File: src/logic/bus_pkg.sv
`default_nettype none

package bus_pkg;

    localparam int ADDR_W = 32;
    localparam int DATA_W = 32;

    typedef struct packed {
        logic [ADDR_W-1:0] addr;    // Byte address, word aligned
        logic [DATA_W-1:0] wdata;
        logic              we;
    } bus_req_t;

    typedef struct packed {
        logic [DATA_W-1:0] rdata;
        logic              err;     // Unmapped address or illegal register
    } bus_rsp_t;

    // Also used as index into the per-target req/ack vectors
    typedef enum logic [1:0] {
        TGT_RAM   = 2'd0,
        TGT_UART  = 2'd1,
        TGT_TIMER = 2'd2,
        TGT_NONE  = 2'd3
    } target_e;

endpackage

`default_nettype wire
File: src/logic/soc_map_pkg.sv
`default_nettype none

package soc_map_pkg;

    localparam logic [bus_pkg::ADDR_W-1:0] RAM_BASE    = 32'h8000_0000;
    localparam logic [bus_pkg::ADDR_W-1:0] UART_BASE   = 32'h1000_0000;
    localparam logic [bus_pkg::ADDR_W-1:0] TIMER_BASE  = 32'h0200_0000;
    localparam logic [bus_pkg::ADDR_W-1:0] REGION_MASK = 32'hFFF0_0000;    // Top 12 bits

    localparam logic [bus_pkg::ADDR_W-1:0] UART_DATA_OFS = 32'h0;
    localparam logic [bus_pkg::ADDR_W-1:0] UART_STAT_OFS = 32'h4;

    localparam logic [bus_pkg::ADDR_W-1:0] TMR_CTRL_OFS = 32'h0;
    localparam logic [bus_pkg::ADDR_W-1:0] TMR_CMP_OFS  = 32'h4;
    localparam logic [bus_pkg::ADDR_W-1:0] TMR_TIME_OFS = 32'h8;

    localparam int TMR_CTRL_EN_BIT    = 0;    // Counter runs
    localparam int TMR_CTRL_IRQEN_BIT = 1;    // Compare raises irq

endpackage

`default_nettype wire

File: src/logic/timer_regs.sv
`timescale 1ns/1ps
`default_nettype none

module timer_regs #(
    parameter int TIME_W = 32
) (
    input  wire                    clock,
    input  wire                    rst_n_i,
    input  wire                    req_i,
    input  wire bus_pkg::bus_req_t req_data_i,
    input  wire [TIME_W-1:0]       mtime_i,
    output logic                   ack_o,
    output bus_pkg::bus_rsp_t      rsp_o,
    output wire                    ctrl_en_o,
    output wire                    ctrl_irqen_o,
    output wire [TIME_W-1:0]       cmp_o
);

    typedef struct packed {
        logic [TIME_W-1:0] cmp;
        logic              irqen;
        logic              en;
    } timer_ctrl_t;

    timer_ctrl_t                ctrl_q;
    logic [bus_pkg::ADDR_W-1:0] ofs;
    logic [bus_pkg::DATA_W-1:0] rd_word;
    logic                       bad;
    logic                       start;

    assign ofs   = req_data_i.addr & ~soc_map_pkg::REGION_MASK;
    assign start = req_i && !ack_o;

    always_comb begin
        rd_word = '0;
        bad     = 1'b0;
        case (ofs)
            soc_map_pkg::TMR_CTRL_OFS: begin
                rd_word[soc_map_pkg::TMR_CTRL_EN_BIT]    = ctrl_q.en;
                rd_word[soc_map_pkg::TMR_CTRL_IRQEN_BIT] = ctrl_q.irqen;
            end
            soc_map_pkg::TMR_CMP_OFS:  rd_word[TIME_W-1:0] = ctrl_q.cmp;
            soc_map_pkg::TMR_TIME_OFS: begin
                rd_word[TIME_W-1:0] = mtime_i;
                bad                 = req_data_i.we;    // Read only
            end
            default: bad = 1'b1;
        endcase
    end

    always_ff @(posedge clock or negedge rst_n_i) begin
        if (!rst_n_i) begin
            ack_o  <= 1'b0;
            ctrl_q <= '{cmp: '1, irqen: 1'b0, en: 1'b0};    // Compare parked at max
        end else begin
            ack_o <= req_i;
            if (start && req_data_i.we) begin
                case (ofs)
                    soc_map_pkg::TMR_CTRL_OFS: begin
                        ctrl_q.en    <= req_data_i.wdata[soc_map_pkg::TMR_CTRL_EN_BIT];
                        ctrl_q.irqen <= req_data_i.wdata[soc_map_pkg::TMR_CTRL_IRQEN_BIT];
                    end
                    soc_map_pkg::TMR_CMP_OFS: ctrl_q.cmp <= req_data_i.wdata[TIME_W-1:0];
                    default: ;
                endcase
            end
        end
    end

    always_ff @(posedge clock) begin
        if (start) begin
            rsp_o.rdata <= req_data_i.we ? '0 : rd_word;
            rsp_o.err   <= bad;
        end
    end

    assign ctrl_en_o    = ctrl_q.en;
    assign ctrl_irqen_o = ctrl_q.irqen;
    assign cmp_o        = ctrl_q.cmp;

endmodule

`default_nettype wire

File: config.mk
export PLATFORM = sky130hd
export DESIGN_NAME = timer_regs
export DESIGN_NICKNAME = d
export VERILOG_FILES = /design/src/logic/bus_pkg.sv /design/src/logic/soc_map_pkg.sv /design/src/logic/timer_regs.sv
export SDC_FILE = /design/constraint.sdc
export NUM_CORES = 1
export LEC_CHECK = 0
export ABC_AREA = 0
export BUFFER_PORTS_ARGS = -buffer_cell sky130_fd_sc_hd__buf_2
export CELL_PAD_IN_SITES_DETAIL_PLACEMENT = 1
export CELL_PAD_IN_SITES_GLOBAL_PLACEMENT = 1
export CORE_MARGIN = 1.5
export CORE_UTILIZATION = 30
export DETAILED_ROUTE_END_ITERATION = 12
export PLACE_DENSITY = 0.78
export SLEW_MARGIN = 20
export SYNTH_ARGS = -nofsm -noshare
export SYNTH_HDL_FRONTEND = slang
export SYNTH_SLANG_ARGS = --single-unit
File: constraint.sdc
create_clock -name clock -period 3.38 [get_ports clock]
set_clock_uncertainty 0.05 [all_clocks]
set_input_delay 0.507 -clock clock [delete_from_list [all_inputs] [get_ports clock]]
set_output_delay 0.507 -clock clock [all_outputs]
set_load 0.02 [all_outputs]
# Word level (Yosys, flattened, before mapping)

Index checks and enable logic that the tools add are counted.

Register bits after elaboration: 68
Input bits: 100
Output and inout bits: 68

Equal/unequal tests: 2
Mux-type cells: 3
Reduce and logical (&&, ||, !) cells: 7

Operators by type and width:

| operator                                             | count |
|---|---|
| one-hot mux 30 bit (2 select lines)                  | 1 |
| zero test 32 bit                                     | 1 |
| equality test 20 x 3 -> 1 bit, second input constant | 1 |
| equality test 20 x 4 -> 1 bit, second input constant | 1 |
| one-hot mux 2 bit (3 select lines)                   | 1 |
| AND reduction 2 bit                                  | 2 |
| logical AND 1 bit                                    | 2 |
| one-hot mux 1 bit (2 select lines)                   | 1 |
| OR reduction 2 bit                                   | 1 |
| zero test 1 bit                                      | 1 |

# Longest topological paths before layout

Gate-level depths: netlist of run 1.

Depth after elaboration: 4
Mapped depth: 6

# Worst setup path before layout of run 1

OpenSTA, ideal clock, no wires.

Kind: input to register
From: input req_i
To: register ctrl_q (netlist bit cmp_o[21])
Library setup time: 0.082 ns
Arrival time: 3.213 ns
Setup slack: 0.035 ns
Stages on the path: 5
Cell sequence: nor2b_1 > nand3_1 > nor3_4 > buf_6 > mux2_2

Word-level cells in the longest chain between the ends: 3

RTL lines:

| what                                 | RTL line         | source |
|---|---|---|
| start, declared                      | timer_regs.sv:9  | `input wire req_i,` |
| logical AND 1 bit                    | timer_regs.sv:32 | `assign start = req_i && !ack_o;` |
| logical AND 1 bit                    | timer_regs.sv:57 | `if (start && req_data_i.we) begin` |
| AND reduction 2 bit (no source line) | --               |  |
| end signal, assigned                 | timer_regs.sv:54 | `ctrl_q <= '{cmp: '1, irqen: 1'b0, en: 1'b0};` |
| end, declared                        | timer_regs.sv:25 | `timer_ctrl_t ctrl_q;` |

Every way passes these cells.
A chain may end at the register's enable or synchronous reset.

# Worst setup path in the final report of run 1

From: input req_data_i[34] in the netlist's numbering
To: register rsp_o[5] in the netlist's numbering, data pin

Word-level cells in the longest chain between the ends: 2

RTL lines:

| what                                                                           | RTL line         | source |
|---|---|---|
| start, declared                                                                | timer_regs.sv:10 | `input wire bus_pkg::bus_req_t req_data_i,` |
| equality test 20 x 4 -> 1 bit or equality test 20 x 3 -> 1 bit (tied branches) | timer_regs.sv:37 | `case (ofs)` |
| one-hot mux 30 bit (2 select lines) *                                          | timer_regs.sv:37 |  |
| end, declared                                                                  | timer_regs.sv:13 | `output bus_pkg::bus_rsp_t rsp_o,` |

Every way passes the cells marked *; elsewhere a longest branch is shown, timed or not.

==> impl_metrics.env, run 1 <==
export IMPL_critPathRequiredTime_ns=3.51
export IMPL_nFillCells=1072
export IMPL_final_seq_area_mm2=0.00191
export IMPL_layout_cells_non_filler=494
export IMPL_crit_type="input port to flop"
export IMPL_vias=2288
export IMPL_n_antenna_cell=0
export IMPL_period_needed_ns=1.99
export IMPL_crit_path_max_fanout=32
export IMPL_pin_count=168
export IMPL_grt_overflow_total=0
export IMPL_dp_hpwl_um=5720
export IMPL_p_switching_w=0.000386
export IMPL_worst_ir_drop_vdd_mv=0.208
export IMPL_slew_headroom=0.449
export IMPL_cts_resized_gates=0
export IMPL_cp_start_kind="input port"
export IMPL_avgSynthCellArea_um2=14.2
export IMPL_fmax_mhz=502
export IMPL_rows=35
export IMPL_dr_pass1_iters=4
export IMPL_tns_ns=0
export IMPL_p_int_w=0.00142
export IMPL_area_growth_pct=38.9
export IMPL_synth_cell_types=20
export IMPL_seq_area_frac_synth=0.662
export IMPL_switching_share=0.213
export IMPL_hold_path_class="input port to asynchronous set/reset pin"
export IMPL_die_area_mm2=0.0102
export IMPL_dieWidth_um=101
export IMPL_grt_usage=0.155
export IMPL_max_cap_viol_count=0
export IMPL_antenna_found_initial=0
export IMPL_rsz0062_at_grt="no"
export IMPL_setup_viol=0
export IMPL_numCtsBuffers=9
export IMPL_clock_path_buffers=2
export IMPL_end_kind="flop"
export IMPL_wl_per_cell_um=16.0
export IMPL_pwr_share_seq=0.489
export IMPL_hold_violations=0
export IMPL_portBuffers=155
export IMPL_drt_iter0_drc=38
export IMPL_cts_sinks=68
export IMPL_fin_nets=460
export IMPL_grt_pass1_vias=2341
export IMPL_clockPowerShare=0.442
export IMPL_grt_max_degree=36
export IMPL_cts_max_level=3
export IMPL_holdWs_ns=0.207
export IMPL_ys_seq_elements=68
export IMPL_fin_crit_sh=0.589
export IMPL_grt_pass1_wl_um=11700
export IMPL_drc=0
export IMPL_pwr_share_comb=0.069
export IMPL_drt_total_wl_um=7890
export IMPL_die_h_um=101
export IMPL_clkTransAtPathRegs_ns=0.08
export IMPL_drive_above_1_share=0.668
export IMPL_p_per_area_mw_per_mm2=452
export IMPL_clockRootBuffer="clkbuf_8"
export IMPL_multiInputGateArea_um2=890
export IMPL_initial_core_util=0.310
export IMPL_hold_buffers=0
export IMPL_clk_latency_ns=0.34
export IMPL_synth_nets=303
export IMPL_tightest_slew_ns=0.827
export IMPL_avgViaCountPerCell=4.63
export IMPL_place_congestion=0.707
export IMPL_arrival_ns=2.12
export IMPL_status="complete, no violations"
export IMPL_synth_cells=203
export IMPL_tritoncts="done"
export IMPL_p_leak_nw=1.82
export IMPL_core_mm2=0.00928
export IMPL_post_cts_buffers=0
export IMPL_yosys_warnings=0
export IMPL_syn_cell_area_mm2=0.00288
export IMPL_antenna_left=0
export IMPL_dpl_cell_count=478
export IMPL_drv_slew=0
## critical path, stage by stage
cell	delay, ns
buf_2	0.09
nor4_1	0.27
nand3_1	0.23
or3_2	0.78
nor2_1	0.23
## routing by layer
metal  vias up  track usage  share of wire
li1       1064            -              -
met1      1116        0.179           0.41
met2        99        0.275           0.51
met3         9       0.0458          0.071
met4         0       0.0534          0.012
met5         -            0              0
## Yosys cell counts (all sizes together)
| library cell | count | area share |
|---|---|---|
| nor2b | 3 | 0.0065 |
| buf | 6 | 0.023 |
| edfxtp | 33 | 0.34 |
| nor4 | 4 | 0.0087 |
| dfstp | 32 | 0.29 |
| a21oi | 2 | 0.0035 |
| a22oi | 30 | 0.078 |
| mux2i | 2 | 0.0069 |
| dfrtp | 3 | 0.026 |
| mux2 | 34 | 0.13 |
| nor3 | 2 | 0.0074 |
| clkbuf | 8 | 0.011 |
| or3 | 1 | 0.0022 |
| nand3 | 3 | 0.0052 |
| nor2 | 37 | 0.048 |
| o21ai | 1 | 0.0017 |
| nand2 | 2 | 0.0026 |
## stage by stage
step | total power [W] | area (um2) | setup WS (ns) | utilization
after floorplan | 0.000942 | 2880 | 0.0346 | -
after global placement | 0.00102 | 3770 | 0.951 | 0.406
after detailed placement | 0.00103 | 3770 | 0.999 | 0.406
after CTS | 0.00183 | 4000 | 1.37 | 0.431
after global routing | 0.00188 | 4000 | 1.27 | 0.431
final | 0.00181 | 4000 | 1.39 | 0.431
## power by group through the flow
stage	registers (W)	clock network, W	logic (W)
6_report	0.000883	0.000799	0.000126
5_1_grt	0.000884	0.000855	0.000139
4_1_cts	0.000883	0.000820	0.000128
3_5_place_dp	0.000899	0	0.000127
3_3_place_gp	0.000898	0	0.000125
2_1_floorplan	0.000914	0	0.0000281
## flip-flops by register name, summed over array words and instances (netlist names)
name,count
ctrl_en_o,1
cmp_o,32
ack_o,1
ctrl_irqen_o,1
rsp_o,33
## logic make-up (layout without fill, tap and decap cells)
logic type,after synthesis,in the layout,synth area share
compound gates,33,33,0.0834
buf+inv,14,176,0.0343
flops,68,68,0.662
mux,36,36,0.140
simple gates,52,52,0.0808
## area by class of cell
type	count	area share
Sequential cell	68	0.476
Multi-Input combinational cell	121	0.222
Clock buffer	11	0.0328
Clock inverter	5	0.0250
Timing Repair Buffer	160	0.203
Tap cell	129	0.0403
## path summary, 6_finish.rpt
path / startpoint / endpoint / slack [ns] / cells after the start
setup / recovery: req_data_i[34] / rsp_o[5] / 1.39 / 5
min in group clock: req_i / ack_o / 0.23 / 1
setup reg to reg: ack_o / cmp_o[17] / 1.65 / 5
hold / removal: rst_n_i / ctrl_irqen_o / 0.21 / 1
max in group asynchronous: rst_n_i / ack_o / 2.56 / 1
hold reg to reg: ctrl_en_o / ctrl_en_o / 0.49 / 1
## cells in the final DEF, fill, tap and decap left out
cell / instances
clkbuf_1: 2
mux2_2: 33
bufinv_16: 3
edfxtp_1: 33
nor2b_4: 1
dfstp_2: 32
clkbuf_8: 9
or3_2: 1
dfrtp_1: 3
mux2i_1: 2
nor3_1: 1
buf_2: 155
a21oi_1: 2
buf_4: 5
nand2_1: 2
a22oi_1: 30
nand3_1: 3
o21ai_0: 1
nor2_1: 37
mux2_1: 1
nor4_1: 4
nor2b_2: 2
clkinv_2: 2
nor3_4: 1
Power figures use the tool's default switching activity.
==> run 2: changes to the inputs <==
==> constraint.sdc (replaced) <==
create_clock -name clock -period 1.8 [get_ports clock]
set_clock_uncertainty 0.05 [all_clocks]
set_input_delay 0.27 -clock clock [delete_from_list [all_inputs] [get_ports clock]]
set_output_delay 0.27 -clock clock [all_outputs]
set_load 0.02 [all_outputs]
==> impl_metrics.env, run 2 (synthesized netlist as in run 1, its figures left out) <==
export IMPL_rows=35
export IMPL_dp_hpwl_um=6000
export IMPL_clockRootBuffer="clkbuf_8"
export IMPL_clkTransAtPathRegs_ns=0.08
export IMPL_p_per_area_mw_per_mm2=734
export IMPL_r2r_start="ack_o"
export IMPL_layout_common_cells="buf_2, nor2_1, mux2_2, edfxtp_1, dfstp_2"
export IMPL_avgViaCountPerCell=4.58
export IMPL_die_area_mm2=0.0102
export IMPL_top_layer="met4"
export IMPL_met1_length_um=3400
export IMPL_die_h_um=101
export IMPL_design_area_mm2=0.00404
export IMPL_arrival_ns=1.87
export IMPL_max_cap_viol_count=0
export IMPL_drc=0
export IMPL_numCtsBuffers=9
export IMPL_cts_max_level=3
export IMPL_worst_ir_drop_vdd_mv=0.349
export IMPL_max_stage_delay_ns=0.42
export IMPL_area_growth_pct=40.3
export IMPL_cts_sinks=68
export IMPL_wl_met3_um=611
export IMPL_end_kind="flop"
export IMPL_tns_ns=0
export IMPL_grt_max_degree=36
export IMPL_crit_path_max_fanout=18
export IMPL_wl_met2_um=4080
export IMPL_vias=2295
export IMPL_dr_pass1_iters=4
export IMPL_period_needed_ns=1.66
export IMPL_n_antenna_cell=0
export IMPL_initial_core_util=0.310
export IMPL_grt_pass1_vias=2474
export IMPL_fin_nets=467
export IMPL_rrSetupSlack_ns=0.14
export IMPL_slowest_stage="dfrtp_2"
export IMPL_status="finished, violations left"
export IMPL_violations="hold timing"
export IMPL_setup_viol=0
export IMPL_critPathRequiredTime_ns=2.01
export IMPL_dieWidth_um=101
export IMPL_drt_total_wl_um=8170
export IMPL_largest_reg_flops=33
export IMPL_path_cells="nor2b_4, nand3_2, nor3_4, buf_12, mux2_2"
export IMPL_power_w=0.00297
export IMPL_rsz0062_at_grt="no"
export IMPL_slew_headroom=0.427
export IMPL_antenna_left=0
export IMPL_cts_resized_gates=0
export IMPL_hold_violations=2
export IMPL_place_congestion=0.694
export IMPL_final_common_cell="buf_2"
export IMPL_r2r_end="cmp_o[10]"
export IMPL_core_mm2=0.00928
export IMPL_reg2regPathDepth=5
export IMPL_drv_slew=0
export IMPL_wl_per_cell_um=16.3
export IMPL_cp_start_kind="flop"
export IMPL_pin_count=168
export IMPL_hold_path_class="input port to asynchronous set/reset pin"
export IMPL_grt_overflow_total=0
export IMPL_crit_type="flop to flop"
export IMPL_fmax_mhz=602
export IMPL_top_register="rsp_o"
export IMPL_antenna_found_initial=0
export IMPL_portBuffers=155
export IMPL_p_leak_nw=1.83
export IMPL_drt_iter0_drc=67
export IMPL_clk_latency_ns=0.33
export IMPL_grt_usage=0.163
export IMPL_tightest_slew_ns=0.860
export IMPL_tritoncts="done"
export IMPL_clock_path_buffers=2
export IMPL_fin_crit_sh=0.922
export IMPL_drive_above_1_share=0.675
export IMPL_holdWs_ns=-0.00116
export IMPL_grt_pass1_wl_um=12500
export IMPL_dpl_cell_area_mm2=0.00387
## run 2: cell count changes in the layout (fill, tap and decap cells not counted), sizes merged
| cell | change |
|---|---|
| buf | +6 |
| bufinv | -3 |
| clkinv | +3 |
| dlygate4sd3 | +1 |
## run 2: worst max-delay path by stage
stage                           end  depth (start not counted)            from  slack, ns
final                     cmp_o[10]                          5           ack_o       0.14
after global routing      cmp_o[17]                          5           ack_o       0.05
after CTS                 cmp_o[10]                          5           ack_o       0.11
after detailed placement  cmp_o[31]                          6  req_data_i[34]      -0.09
after global placement    cmp_o[16]                          6  req_data_i[34]      -0.05
after floorplan           cmp_o[21]                          5           ack_o      -0.37
## run 2: final cells by class
type / count / area, um2
Fill cell: 1064 / 5240
Sequential cell: 68 / 1910
Timing Repair Buffer: 167 / 918
Multi-Input combinational cell: 121 / 893
Tap cell: 129 / 161
Clock buffer: 11 / 131
Clock inverter: 5 / 28.8
## run 2: critical path, delay by kind of cell (launching register included)
family                 cells  cell delay (ns)
flip-flops                 1             0.42
AND/OR/NAND/NOR            3             0.55
buffers and inverters      1             0.21
multiplexers               1             0.35
## run 2: where the power goes
part / total (W) / switching, W / internal [W]
registers: 0.00166 / 0.00000602 / 0.00165
clock network: 0.00106 / 0.000568 / 0.000494
logic: 0.000247 / 0.000139 / 0.000107
total: 0.00297 / 0.000713 / 0.00225
## run 2: through the flow
step	cells	setup slack [ns]	hold WS, ns	utilization
5_1_grt	501	0.0478	0.0304	0.435
4_1_cts	501	0.109	0.00742	0.435
3_5_place_dp	484	-0.0872	0.349	0.417
3_3_place_gp	484	-0.0470	0.348	0.417
2_1_floorplan	203	-0.373	-0.0756	-
6_report	501	0.140	-0.00116	0.435
## run 2: per-layer routing
metal	up-vias	GRT usage
met5	-	0
met4	0	0.0470
met3	7	0.0548
met2	102	0.284
met1	1105	0.192
li1	1081	-
## run 2: what timing repair did
action | CTS | global route
endpoints found under the hold margin | 1 | 0
buffers inserted | 0 | 0
setup endpoints to repair | 0 | 0
hold buffers | 1 | 0
==> run 3: changes to the inputs <==
--- a/config.mk
+++ b/config.mk
@@ -5,12 +5,12 @@
 export SDC_FILE = /design/constraint.sdc
 export NUM_CORES = 1
 export LEC_CHECK = 0
-export ABC_AREA = 0
 export BUFFER_PORTS_ARGS = -buffer_cell sky130_fd_sc_hd__buf_2
 export CELL_PAD_IN_SITES_DETAIL_PLACEMENT = 1
 export CELL_PAD_IN_SITES_GLOBAL_PLACEMENT = 1
 export CORE_MARGIN = 1.5
 export CORE_UTILIZATION = 30
+export CTS_CLUSTER_DIAMETER = 80
 export DETAILED_ROUTE_END_ITERATION = 12
 export PLACE_DENSITY = 0.78
 export SLEW_MARGIN = 20
==> constraint.sdc (replaced) <==
create_clock -name clock -period 1.8 [get_ports clock]
set_clock_uncertainty 0.05 [all_clocks]
set_input_delay 0.27 -clock clock [delete_from_list [all_inputs] [get_ports clock]]
set_output_delay 0.27 -clock clock [all_outputs]
set_load 0.01 [all_outputs]
==> impl_metrics.env, run 3 (synthesized netlist as in run 1, its figures left out) <==
export IMPL_reg2regPathDepth=6
export IMPL_area_growth_pct=45.1
export IMPL_initial_core_util=0.310
export IMPL_fin_nets=471
export IMPL_vias=2371
export IMPL_status="complete, no violations"
export IMPL_r2r_start="ack_o"
export IMPL_p_per_area_mw_per_mm2=792
export IMPL_core_mm2=0.00928
export IMPL_die_h_um=101
export IMPL_slowest_stage="dfrtp_1"
export IMPL_arrival_ns=1.86
export IMPL_path_cells="nor2b_4, nand3_2, nor3_4, buf_12, clkbuf_16, mux2_2"
export IMPL_hold_path_class="input port to flop"
export IMPL_crit_path_max_fanout=8
export IMPL_drt_total_wl_um=8640
export IMPL_max_stage_delay_ns=0.42
export IMPL_tightest_slew_ns=0.827
export IMPL_slew_headroom=0.446
export IMPL_drt_iter0_drc=49
export IMPL_numCtsBuffers=9
export IMPL_fin_crit_sh=0.914
export IMPL_dr_pass1_iters=4
export IMPL_holdPathEnd="cmp_o[25]"
export IMPL_drive_above_1_share=0.673
export IMPL_clockRootBuffer="clkbuf_8"
export IMPL_design_area_mm2=0.00418
export IMPL_clk_latency_ns=0.34
export IMPL_setup_viol=0
export IMPL_clock_path_buffers=2
export IMPL_grt_usage=0.173
export IMPL_crit_start="ack_o"
export IMPL_max_cap_viol_count=0
export IMPL_tritoncts="done"
export IMPL_period_needed_ns=1.64
export IMPL_p_leak_nw=1.89
export IMPL_rrSetupSlack_ns=0.16
export IMPL_end_kind="flop"
export IMPL_rsz0062_at_grt="no"
export IMPL_cts_sinks=68
export IMPL_drc=0
export IMPL_die_area_mm2=0.0102
export IMPL_dieWidth_um=101
export IMPL_antenna_left=0
export IMPL_hold_violations=0
export IMPL_cp_start_kind="flop"
export IMPL_grt_overflow_total=0
export IMPL_r2r_end="cmp_o[4]"
export IMPL_crit_type="flop to flop"
export IMPL_grt_max_degree=36
export IMPL_n_antenna_cell=0
export IMPL_fmax_mhz=608
export IMPL_hold_start="req_data_i[26]"
export IMPL_largest_reg_flops=33
export IMPL_rows=35
export IMPL_grt_pass1_vias=2584
export IMPL_place_congestion=0.668
export IMPL_final_common_cell="buf_2"
export IMPL_portBuffers=155
export IMPL_cts_max_level=3
export IMPL_min_path_cells=2
export IMPL_worst_ir_drop_vdd_mv=0.398
export IMPL_top_register="rsp_o"
export IMPL_holdWs_ns=0.0926
export IMPL_clkTransAtPathRegs_ns=0.08
export IMPL_pin_count=168
export IMPL_dp_hpwl_um=5950
export IMPL_antenna_found_initial=1
export IMPL_dpl_cell_area_mm2=0.00388
export IMPL_critPathRequiredTime_ns=2.02
export IMPL_grt_pass1_wl_um=13100
export IMPL_drv_slew=0
export IMPL_layout_common_cells="buf_2, nor2_1, mux2_2, edfxtp_1, dfstp_2"
export IMPL_avgViaCountPerCell=4.70
export IMPL_wl_per_cell_um=17.1
-- run 3: worst max path at each step --
stage                     slack [ns]           end
final                           0.16      cmp_o[4]
after detailed placement       -0.15     ctrl_en_o
after global routing            0.05  ctrl_irqen_o
after floorplan                -0.29     cmp_o[21]
after global placement         -0.06  ctrl_irqen_o
after CTS                       0.02     cmp_o[12]
-- run 3: per-stage QoR --
step,setup TNS [ns],utilization,power [W],worst slack [ns],cells
6_report,0,0.450,0.00331,0.155,505
5_1_grt,0,0.450,0.00344,0.0464,505
3_5_place_dp,-4.42,0.418,0.00193,-0.149,485
2_1_floorplan,-9.04,-,0.00175,-0.285,203
3_3_place_gp,-1.50,0.418,0.00192,-0.0644,485
4_1_cts,0,0.443,0.00336,0.0161,503
-- run 3: final cells by class --
type,instances,area (um2)
Clock inverter,5,85.1
Fill cell,1067,5100
Sequential cell,68,1910
Multi-Input combinational cell,121,893
Tap cell,129,161
Clock buffer,11,131
Timing Repair Buffer,171,1000
-- run 3: layer usage --
| layer | share of wire | up-vias | GRT usage | routed length (um) |
|---|---|---|---|---|
| li1 | - | 1091 | - | - |
| met1 | 0.40 | 1185 | 0.196 | 3430 |
| met2 | 0.53 | 83 | 0.309 | 4590 |
| met3 | 0.056 | 12 | 0.0423 | 482 |
| met4 | 0.016 | 0 | 0.0726 | 141 |
| met5 | 0 | - | 0 | 0 |
-- run 3: critical path, delay by kind of cell (launching register included) --
kind	cells	cell delay (ns)
multiplexers	1	0.33
buffers and inverters	2	0.32
flip-flops	1	0.42
AND/OR/NAND/NOR	3	0.47
-- run 3: power breakdown --
| part | switching, W | total [W] | internal, W |
|---|---|---|---|
| Clock | 0.000627 | 0.00142 | 0.000790 |
| Sequential | 0.00000611 | 0.00166 | 0.00165 |
| Combinational | 0.000125 | 0.000238 | 0.000113 |
| Total | 0.000758 | 0.00331 | 0.00255 |
-- run 3: what timing repair did --
item / CTS / global route
hold endpoints to repair: 4 / 0
hold buffers: 2 / 0
setup endpoints to repair: 0 / 34
gates resized for setup: 0 / 1
setup buffers: 0 / 1
